[src/common/routerPkg.sv]
package routerPkg;

  localparam int NumPorts = 5;
  localparam int LengthW = 12;
  localparam int PayloadW = 16;

  typedef enum logic [2:0] {
    PortLocal = 3'd0,
    PortNorth = 3'd1,
    PortEast  = 3'd2,
    PortWest  = 3'd3,
    PortSouth = 3'd4
  } portIdT;

  typedef enum logic [2:0] {
    FlitHeader = 3'd1,
    FlitBody   = 3'd2,
    FlitTail   = 3'd3
  } flitKindT;

  typedef struct packed {
    flitKindT            kind;
    logic [LengthW-1:0]  length;   // Flits per grant, header only
    logic [PayloadW-1:0] payload;
  } flitT;

  // One-hot, bit 0 is idle and bit n+1 grants port n
  typedef enum logic [5:0] {
    Idle   = 6'b000001,
    GrantL = 6'b000010,
    GrantN = 6'b000100,
    GrantE = 6'b001000,
    GrantW = 6'b010000,
    GrantS = 6'b100000
  } arbStateT;

  function automatic arbStateT grantState(input int unsigned port);
    return arbStateT'(6'b000010 << port);
  endfunction

  function automatic int unsigned statePort(input arbStateT s);
    int unsigned port;
    port = 0;
    for (int i = 0; i < NumPorts; i++)
    begin
      if (s[i + 1])
        port = i;
    end
    return port;
  endfunction

  function automatic portIdT onehotToPort(input logic [NumPorts-1:0] vec);
    portIdT port;
    port = PortLocal;
    for (int i = 0; i < NumPorts; i++)
    begin
      if (vec[i])
        port = portIdT'(i);
    end
    return port;
  endfunction

endpackage

[src/verilog/inputBuffer.sv]
`timescale 1ns/100ps

module inputBuffer #(
  parameter int BufferDepth = 8
) (
  input  logic            clk,
  input  logic            rst,
  input  routerPkg::flitT wrFlit,
  input  logic            wrValid,
  input  logic            pop,
  output routerPkg::flitT headFlit,
  output logic            req,
  output logic            full
);
  import routerPkg::*;

  localparam int PtrW = $clog2(BufferDepth);

  flitT mem [BufferDepth];

  logic [PtrW-1:0] rdPtr;
  logic [PtrW-1:0] wrPtr;
  logic [PtrW:0]   count;   // Occupancy
  logic            doWrite;
  logic            doRead;

  assign full    = (count == (PtrW+1)'(BufferDepth));
  assign req     = (count != '0);
  assign doWrite = wrValid && !full;   // Dropped when full
  assign doRead  = pop && req;

  // ~~~~~~~~~~~~~~~~~~~~~~~~~~~~~~~~~~~~~~~~
  // Storage

  always_ff @(posedge clk)
  begin
    if (doWrite)
      mem[wrPtr] <= wrFlit;
  end

  assign headFlit = mem[rdPtr];

  // ~~~~~~~~~~~~~~~~~~~~~~~~~~~~~~~~~~~~~~~~
  // Pointers and count

  always_ff @(posedge clk)
  begin
    if (rst)
    begin
      rdPtr <= '0;
      wrPtr <= '0;
    end
    else
    begin
      if (doWrite)
        wrPtr <= wrPtr + 1'b1;   // Wraps at depth
      if (doRead)
        rdPtr <= rdPtr + 1'b1;
    end
  end

  always_ff @(posedge clk)
  begin
    if (rst)
      count <= '0;
    else
    begin
      case ({doWrite, doRead})
        2'b10:
          count <= count + 1'b1;
        2'b01:
          count <= count - 1'b1;
        default:
          count <= count;
      endcase
    end
  end

endmodule

[src/arbiter/grantTimer.sv]
`timescale 1ns/100ps

module grantTimer (
  input  logic            clk,
  input  logic            rst,
  input  routerPkg::flitT headFlit,
  input  logic            run,
  output logic            timesUp
);
  import routerPkg::*;

  logic [LengthW-1:0] limit;   // Length from last header seen
  logic [LengthW-1:0] count;

  always_ff @(posedge clk)
  begin
    if (rst)
      limit <= '0;
    else if (headFlit.kind == FlitHeader)
      limit <= headFlit.length;
  end

  // Counts transfers of the current grant
  always_ff @(posedge clk)
  begin
    if (rst)
      count <= '0;
    else
    begin
      if (run)
        count <= count + 1'b1;
      else
        count <= '0;
    end
  end

  assign timesUp = (count == limit);

endmodule

[src/arbiter/arbiter.sv]
`timescale 1ns/100ps

module arbiter (
  input  logic                           clk,
  input  logic                           rst,
  input  routerPkg::flitT                headFlit [routerPkg::NumPorts],
  input  logic [routerPkg::NumPorts-1:0] req,
  output logic [routerPkg::NumPorts-1:0] xferPort
);
  import routerPkg::*;

  arbStateT            state;
  arbStateT            nextState;
  logic [NumPorts-1:0] timesUp;

  // ~~~~~~~~~~~~~~~~~~~~~~~~~~~~~~~~~~~~~~~~
  // Grant timers

  for (genvar i = 0; i < NumPorts; i++)
  begin : gTimer
    grantTimer i_timer (
      .clk     (clk),
      .rst     (rst),
      .headFlit(headFlit[i]),
      .run     (xferPort[i]),   // Counts only while moving flits
      .timesUp (timesUp[i])
    );
  end

  // ~~~~~~~~~~~~~~~~~~~~~~~~~~~~~~~~~~~~~~~~
  // State register

  always_ff @(posedge clk)
  begin
    if (rst)
      state <= Idle;
    else
      state <= nextState;
  end

  // ~~~~~~~~~~~~~~~~~~~~~~~~~~~~~~~~~~~~~~~~
  // Next state and transfer enables

  always_comb
  begin
    int unsigned cur;
    int unsigned idx;
    logic        found;

    cur       = statePort(state);
    idx       = 0;
    found     = 1'b0;
    nextState = Idle;
    xferPort  = '0;

    case (state)
      Idle:
      begin
        // Fixed priority L N E W S
        for (int i = 0; i < NumPorts; i++)
        begin
          if (req[i] && !found)
          begin
            nextState = grantState(i);
            found     = 1'b1;
          end
        end
      end

      GrantL, GrantN, GrantE, GrantW, GrantS:
      begin
        if (req[cur] && !timesUp[cur])
        begin
          xferPort[cur] = 1'b1;   // Hold the link
          nextState     = state;
        end
        else
        begin
          // Rotate starting after the current port
          for (int k = 1; k < NumPorts; k++)
          begin
            idx = (cur + k) % NumPorts;
            if (req[idx] && !found)
            begin
              nextState = grantState(idx);
              found     = 1'b1;
            end
          end
        end
      end

      default:
        nextState = Idle;
    endcase
  end

endmodule

[src/verilog/switchTraversal.sv]
`timescale 1ns/100ps

module switchTraversal (
  input  logic                           clk,
  input  logic                           rst,
  input  routerPkg::flitT                headFlit [routerPkg::NumPorts],
  input  logic [routerPkg::NumPorts-1:0] xferPort,
  output logic [routerPkg::NumPorts-1:0] pop,
  output routerPkg::flitT                outFlit,
  output logic                           outValid,
  output routerPkg::portIdT              outPort
);
  import routerPkg::*;

  portIdT selPort;
  logic   anyXfer;

  assign pop     = xferPort;   // Transfer drains the head
  assign anyXfer = |xferPort;
  assign selPort = onehotToPort(xferPort);

  // ~~~~~~~~~~~~~~~~~~~~~~~~~~~~~~~~~~~~~~~~
  // Output link register

  always_ff @(posedge clk)
  begin
    if (rst)
      outValid <= 1'b0;
    else
      outValid <= anyXfer;
  end

  // Flit and source port only load on a transfer
  always_ff @(posedge clk)
  begin
    if (anyXfer)
    begin
      outFlit <= headFlit[selPort];
      outPort <= selPort;
    end
  end

endmodule

[src/verilog/routerOutputChannel.sv]
`timescale 1ns/100ps

module routerOutputChannel #(
  parameter int BufferDepth = 8
) (
  input  logic                           clk,
  input  logic                           rst,
  input  routerPkg::flitT                inFlit [routerPkg::NumPorts],
  input  logic [routerPkg::NumPorts-1:0] inValid,
  output logic [routerPkg::NumPorts-1:0] bufferFull,
  output routerPkg::flitT                outFlit,
  output logic                           outValid,
  output routerPkg::portIdT              outPort
);
  import routerPkg::*;

  flitT                headFlit [NumPorts];
  logic [NumPorts-1:0] req;
  logic [NumPorts-1:0] pop;
  logic [NumPorts-1:0] xferPort;

  // ~~~~~~~~~~~~~~~~~~~~~~~~~~~~~~~~~~~~~~~~
  // Input buffers, one per port

  for (genvar i = 0; i < NumPorts; i++)
  begin : gPort
    inputBuffer #(
      .BufferDepth(BufferDepth)
    ) i_buffer (
      .clk     (clk),
      .rst     (rst),
      .wrFlit  (inFlit[i]),
      .wrValid (inValid[i]),
      .pop     (pop[i]),
      .headFlit(headFlit[i]),
      .req     (req[i]),
      .full    (bufferFull[i])
    );
  end

  // ~~~~~~~~~~~~~~~~~~~~~~~~~~~~~~~~~~~~~~~~
  // Arbitration and switch

  arbiter i_arbiter (
    .clk     (clk),
    .rst     (rst),
    .headFlit(headFlit),
    .req     (req),
    .xferPort(xferPort)
  );

  switchTraversal i_switch (
    .clk     (clk),
    .rst     (rst),
    .headFlit(headFlit),
    .xferPort(xferPort),
    .pop     (pop),
    .outFlit (outFlit),
    .outValid(outValid),
    .outPort (outPort)   // Registered with the flit
  );

endmodule

[config.mk]
export PLATFORM = sky130hd
export DESIGN_NAME = routerOutputChannel
export DESIGN_NICKNAME = d
export VERILOG_FILES = /design/src/common/routerPkg.sv /design/src/verilog/inputBuffer.sv /design/src/arbiter/grantTimer.sv /design/src/arbiter/arbiter.sv /design/src/verilog/switchTraversal.sv /design/src/verilog/routerOutputChannel.sv
export SDC_FILE = /design/constraint.sdc
export NUM_CORES = 1
export LEC_CHECK = 0
export BUFFER_PORTS_ARGS = -buffer_cell sky130_fd_sc_hd__buf_4
export CORE_MARGIN = 4
export CORE_UTILIZATION = 35
export DETAILED_ROUTE_END_ITERATION = 10
export PLACE_DENSITY = 0.52
export SYNTH_ARGS = -nofsm -noshare
export SYNTH_HDL_FRONTEND = slang
export SYNTH_SLANG_ARGS = --single-unit
[constraint.sdc]
create_clock -name clk -period 4.5 [get_ports clk]
set_input_delay 0.45 -clock clk [delete_from_list [all_inputs] [get_ports clk]]
set_output_delay 0.45 -clock clk [all_outputs]
set_load 0.03 [all_outputs]
* Word level (Yosys, flattened, before mapping)
Memory sizes are Yosys's and may differ from the RTL's. A register that Yosys moved wholly into a read port is not among the register bits.
Index checks and enable logic that the tools add are counted.
** Storage, ports and cells
- Flip-flop bits (word level) :: 211
- Latch bits :: 0
- Bits in writable memories :: 1240
- ROM bits :: 0
- Input port bits :: 162
- Output and inout bits :: 40
- Logic and storage cells :: 247
- Memories :: 5
** Memory list
- gPort[0].i_buffer.mem :: depth 8, bits a word 31, rd ports 1, clocked after memory_dff 1, wr ports 1, line inputBuffer.sv:19 : flitT mem [BufferDepth];
- gPort[1].i_buffer.mem :: depth 8, bits a word 31, rd ports 1, clocked after memory_dff 1, wr ports 1, line inputBuffer.sv:19
- gPort[2].i_buffer.mem :: depth 8, bits a word 31, rd ports 1, clocked after memory_dff 1, wr ports 1, line inputBuffer.sv:19
- gPort[3].i_buffer.mem :: depth 8, bits a word 31, rd ports 1, clocked after memory_dff 1, wr ports 1, line inputBuffer.sv:19
- gPort[4].i_buffer.mem :: depth 8, bits a word 31, rd ports 1, clocked after memory_dff 1, wr ports 1, line inputBuffer.sv:19
** Cells by class
- Add/subtract/negate cells :: 29
- $mul :: 0
- Div/mod/pow operators :: 4
- Order comparisons :: 7
- Equal/unequal tests :: 32
- Shift operators :: 4
- Multiplexer cells :: 80
- Bitwise gates (word level) :: 6
- Reductions and logical operators :: 49
** Operators with widths (number)
- less-than comparator 32 x 4 -> 1 bit, second input constant :: 5
- modulo 32 x 3 -> 32 bit, second input constant :: 4
- << shifter 2 x 32 -> 6 bit, first input constant :: 4
- binary-select mux 31 bit (select 3 bit) :: 1
- adder 32 x 2 -> 32 bit, second input constant :: 2
- two-way mux 32 bit :: 2
- two-way mux 31 bit :: 2
- adder 12 x 1 -> 12 bit, second input constant :: 5
- equality test 12 bit :: 5
- one-hot mux 4 bit (2 select lines) :: 5
- two-way mux 1 bit :: 36
- two-way mux 3 bit :: 12
- two-way mux 6 bit :: 6
- adder 32 x 1 -> 32 bit, second input constant :: 1
- adder 32 x 3 -> 32 bit, second input constant :: 1
- >= comparator 32 x 1 -> 1 bit, second input constant :: 1
- adder 3 x 1 -> 3 bit, second input constant :: 10
- adder 4 x 1 -> 4 bit, second input constant :: 5
- equality test 4 bit, second input constant :: 5
- nonzero test 4 bit :: 5
- subtractor 4 x 1 -> 4 bit, second input constant :: 5
- logical AND 1 bit :: 19
- binary-select mux 1 bit (select 3 bit) :: 6
- equality test 3 x 1 -> 1 bit, second input constant :: 5
- other kinds (21) :: 59

* Depth between registers and ports, before layout
- Depth after elaboration :: 26
- Gate-level depth with buffers :: 16
- Gate-level depth less buffers :: 14

* By module
A second synthesis with hierarchy kept.
** Unflattened totals
- Cells, all modules :: 3087
- Area, all modules :: 59565.9 um^2
** By module, submodules not included
- inputBuffer :: times used 5, cells an instance 433, area each 10193.5 um^2, seq. area each 7707.4 um^2
- grantTimer :: times used 5, cells an instance 113, area each 1073.5 um^2, seq. area each 480.5 um^2
- switchTraversal :: times used 1, cells an instance 195, area each 2153.3 um^2, seq. area each 1041.0 um^2
- arbiter :: times used 1, cells an instance 162, area each 1077.3 um^2, seq. area each 120.1 um^2

* Worst setup path after synthesis
Ideal clock, no wire load.
- Kind :: register -> register
- Start point :: register gPort[3].i_buffer.count[0]
- End point :: memory gPort[3].i_buffer.mem[4][0] (netlist name) (enable)
- Library setup time :: 0.508 ns
- Arrival :: 4.290 ns
- Path slack :: -0.298 ns
- Stages on the path, launching flop included :: 7
- Path buffers :: 1
- Clock period less this slack :: 4.798 ns
- Cells stage by stage :: dfxtp_1 nor3_1 nand2_1 and2_1 clkbuf_1 inv_1 nor4b_1
** Between the ends
- Cells in the longest elaborated chain, start to end :: 5
** Ends and longest elaborated chain
- from (decl) :: line inputBuffer.sv:23 : logic [PtrW:0] count;
- from (signal assigned) :: line inputBuffer.sv:70 : count <= count + 1'b1;
- from (signal assigned) :: line inputBuffer.sv:72 : count <= count - 1'b1;
- from (signal assigned) :: line inputBuffer.sv:74 : count <= count;
- equality test 4 bit :: line inputBuffer.sv:27 : assign full = (count == (PtrW+1)'(BufferDepth));
- zero test 1 bit :: line inputBuffer.sv:29 : assign doWrite = wrValid && !full;
- logical AND 1 bit :: line inputBuffer.sv:29
- two-way mux 1 bit :: line inputBuffer.sv:37 : if (doWrite)
- two-way mux 1 bit (implied by the code) :: line inputBuffer.sv:38 : mem[wrPtr] <= wrFlit;
- to (decl) :: line inputBuffer.sv:19
No other way between the ends.

* Worst setup path in the final report
- Start point :: register i_arbiter.state[4]
- End point :: register i_arbiter.state[5]
** Between the ends
- Cells in the longest elaborated chain, start to end :: 24
** Ends and longest elaborated chain
- from (decl) :: line arbiter.sv:12 : arbStateT state;
- from (signal assigned) :: line arbiter.sv:36 : state <= Idle;
- from (signal assigned) :: line arbiter.sv:38 : state <= nextState;
- two-way mux 32 bit (2 in a row) :: line routerPkg.sv:46 : if (s[i + 1])
- adder 32 x 1 -> 32 bit :: line arbiter.sv:82 : idx = (cur + k) % NumPorts;
- modulo 32 x 3 -> 32 bit :: line arbiter.sv:82
- binary-select mux 1 bit (select 3 bit) :: line arbiter.sv:83 : if (req[idx] && !found)
- two-way mux 1 bit (implied by the code) :: line arbiter.sv:83
- two-way mux 1 bit :: line arbiter.sv:83
- two-way mux 1 bit :: line arbiter.sv:72 : if (req[cur] && !timesUp[cur])
- two-way mux 1 bit :: line arbiter.sv:56 : case (state)
- [7 not listed]
- two-way mux 1 bit :: line arbiter.sv:83
- two-way mux 1 bit :: line arbiter.sv:72
- two-way mux 1 bit :: line arbiter.sv:56
- zero test 1 bit :: line arbiter.sv:83
- logical AND 1 bit :: line arbiter.sv:83
- two-way mux 6 bit :: line arbiter.sv:83
- two-way mux 6 bit :: line arbiter.sv:72
- one-hot mux 6 bit (2 select lines) :: line arbiter.sv:56
Several ways; a longest one is shown, not always the timed one. The select of a mux whose other input is x is not followed.
A chain may end at the register's enable or synchronous reset.

==> reports/qor.tcl <==
set qor(syn_area_sq_mm) 0.0580
set qor(areaGrowthSynthToFinish_pct) 20.0
set qor(die_height_um) 415
set qor(ys_top_cells_by_count) {1274 x sky130_fd_sc_hd__edfxtp_1, 310 x sky130_fd_sc_hd__mux4_2, 202 x sky130_fd_sc_hd__nor2_1}
set qor(final.setup_skew_ns) 0.0374
set qor(crit_path_start_kind) {register}
set qor(ys.warnings.count) 0
set qor(worst_ep_arrival_time_ns) 4.78
set qor(grt_pass1_wl_um) 212000
set qor(synth_enable_flop_cells) 1274
set qor(postSynth.topFlopCell) {sky130_fd_sc_hd__edfxtp_1}
set qor(buffers_from_clock_root_to_sink_at_most) 3
set qor(post_route_setup_tns_ns) 0
set qor(yosysMostFrequentCell) {sky130_fd_sc_hd__edfxtp_1}
set qor(cts_htree_levels) 4
set qor(achievable-frequency_ghz) 0.246
set qor(largest_net_degree_at_the_start_of_global_routing) 54
set qor(floorplan.initialDensity) 0.352
set qor(report.final.setup_viol) 0
set qor(synth_top_area_cells) {sky130_fd_sc_hd__edfxtp_1 66%, sky130_fd_sc_hd__mux4_2 12%, sky130_fd_sc_hd__dfxtp_1 6.6%}
set qor(first_global_vias) 30204
set qor(buffers_and_inverters_on_the_worst_path) 2
set qor(final_critical_path_setup_slack_ns) 0.435
set qor(cts-buffers-inserted) 158
set qor(via_count) 29646
set qor(max-slew-margin-rel) 0.248
set qor(cts_tree) {done}
set qor(power-per-cell-area_mw_per_mm2) 433
set qor(grt_setup_unrepaired) {no}
set qor(worstHoldPathCells) 2
set qor(kind_of_cell_adding_the_most_delay_to_the_critical_path) {compound AO/OA/AOI/OAI gates}
set qor(clock_latency_ns) 0.82
set qor(top_level_ports) 202
set qor(syn-mean-instance-area_sq_um) 18.4
set qor(outcome) {finished, final reports clean}
set qor(clkSlewWorstSetupHoldPaths_ns) 0.06
set qor(total_of_fill_cells_in_the_finished_design) 14702
set qor(min_tclk_post_route_ns) 4.07
set qor(worst-path-stages) 13
set qor(timing.critical_path.to_type) {register}
set qor(post_cts_setup_bufs) 0
set qor(synthDominantCellAreaShare) 0.659
set qor(fin_max_slew_vios) 0
set qor(antenna_violations_before_repair) 15
set qor(max-vdd-ir-drop_mv) 0.409
set qor(cp_cell_sequence) {inv_1 -> a21oi_2 -> ha_1 -> inv_1 -> ha_1 -> nor2b_1 -> xnor2_1 -> a21o_1 -> mux2i_1 -> a211oi_2 -> or3_1 -> o311a_1 -> o32ai_2}
set qor(synthDistinctLibCells) 74
set qor(critPathMaxFanout) 15
set qor(synth_nets) 3357
set qor(totalWireLength_um) 145000
set qor(post_synth_inst_count) 3155
set qor(place_ws_ns) 0.495
set qor(static-leakage-power_nw) 22.4
set qor(detail-route-antenna-nets) 0
set qor(rows) 149
set qor(post-synth-top-area-cell) {sky130_fd_sc_hd__edfxtp_1}
set qor(grt_use_total) 0.167
set qor(yosys_register_bits) 1466
set qor(final_min_period_over_clock_period) 0.903
set qor(cts_stage_hold_buffer_count) 155
set qor(post_cts_resize_count) 0
set qor(timing.critical_path.slowest_cell_delay_ns) 0.66
set qor(setup.worst_path.class) {register to register}
set qor(drc_errors) 0
set qor(clockRootBuffer) {sky130_fd_sc_hd__clkbuf_16}
set qor(detail_route.wl_per_cell_um) 24.3
set qor(chipWidth_um) 415
set qor(worst_pin_slew_ns) 1.10
set qor(viasPerCell) 4.98
set qor(crit_path_top_delay_cell) {sky130_fd_sc_hd__dfxtp_1}
set qor(hold_violations) 0
set qor(finish.net_count) 3824
set qor(dp_hpwl_um) 94300
set qor(worst-endpoint-required_ns) 5.22
set qor(worst_r2r_path_depth) 13
set qor(ys_async_sr_fraction) 0
set qor(hold_crit_class) {input pin to register}
set qor(clock_sinks) 1466
set qor(die_area_sq_mm) 0.172
set qor(detailedRoute.firstIterationViolations) 2387
set qor(final_core_utilization) 0.423
set qor(gp_congestion) 0.808
set qor(global_route.overflow_total) 0
set qor(cap_viol_max_count) 0
set qor(core_area_sq_mm) 0.165
set qor(pre_repair_dr_iteration_count) 5
set qor(seq_area_frac_synth) 0.725
set qor(drive_gt1_frac) 0.270
set qor(place.port_buffers) 201
-- layout make-up --
type	count	area, sq um	share of cell area
sequential	1466	42100	0.605
multi-input combinational	1485	15300	0.220
clock buffer	203	4250	0.0610
timing repair buffer	465	3930	0.0564
tap	2189	2740	0.0393
clock inverter	90	1070	0.0154
inverter	46	175	0.00252
antenna	11	27.5	0.000395
-- cell usage in the layout (no fill, tap or decap), drive strengths merged, types with 26 or more instances in the layout --
cell type and instances:
mux2i 152, a211oi 53, dlygate4sd3 155, edfxtp 1274, nand2 133, nor2 202
buf 310, xnor2 96, clkinv 66, ha 35, dfxtp 192, mux2 28
nand3 31, or2 51, xor2 50, nor2b 29, inv 51, clkbuf 203
mux4 310, and3 26, nor3 26, a21oi 87
-- kinds of logic after synthesis --
logic type               synth area share
AND/OR/NAND/NOR                    0.0510
multiplexers                        0.152
flip-flops                          0.725
AO/OA/AOI/OAI                      0.0251
buffers and inverters              0.0152
XOR/XNOR                           0.0220
other                           0.0000646
adder cells (fa/ha/maj)           0.00927
-- routing by layer --
layer | vias to the layer above | track usage | part of all wire
met3 | 177 | 0.0360 | 0.055
met4 | 4 | 0.0415 | 0.020
met1 | 15343 | 0.231 | 0.44
li1 | 13408 | - | -
met2 | 714 | 0.269 | 0.48
met5 | - | 0.00528 | 0.00084
-- path summary, 6_finish.rpt --
| path | from | to | slack (ns) |
|---|---|---|---|
| worst max-delay path | i_arbiter.state[4] | i_arbiter.state[5] | 0.43 |
| worst min register to register | i_arbiter.gTimer[2].i_timer.limit[8] | i_arbiter.gTimer[2].i_timer.limit[8] | 0.47 |
| worst max register to register | i_arbiter.state[4] | i_arbiter.state[5] | 0.43 |
| worst min-delay path | rst | gPort[0].i_buffer.wrPtr[2] | 0.12 |
-- power by group --
part           switching, mW  leakage, nW  total, mW  internal [mW]
Combinational           1.14         6.74       1.87          0.730
Sequential             0.143         13.1       15.2           15.1
Clock                   5.47         2.56       13.0           7.57
Total                   6.75         22.4       30.2           23.4
-- state kept, by name, summed over array words and instances (netlist names), named ones only --
register,cells
gPort.i_buffer.mem,1240
i_arbiter.gTimer.i_timer.count,60
i_arbiter.gTimer.i_timer.limit,60
i_switch.outFlit,31
gPort.i_buffer.count,20
gPort.i_buffer.rdPtr,15
gPort.i_buffer.wrPtr,15
i_arbiter.state,6
i_switch.outPort,3
i_switch.outValid,1
-- metrics by stage --
stage                     instances  hold WS, ns  instance area, sq um  total power [mW]
after floorplan                3155        0.448                 58000              16.5
after global placement         5496        0.455                 62700              17.3
after detailed placement       5496        0.462                 62700              17.3
after CTS                      5944       0.0530                 69600              30.5
after global routing           5948        0.110                 69600              31.2
final                          5955        0.121                 69600              30.2
No activity file was read; power rests on OpenSTA's default activity.
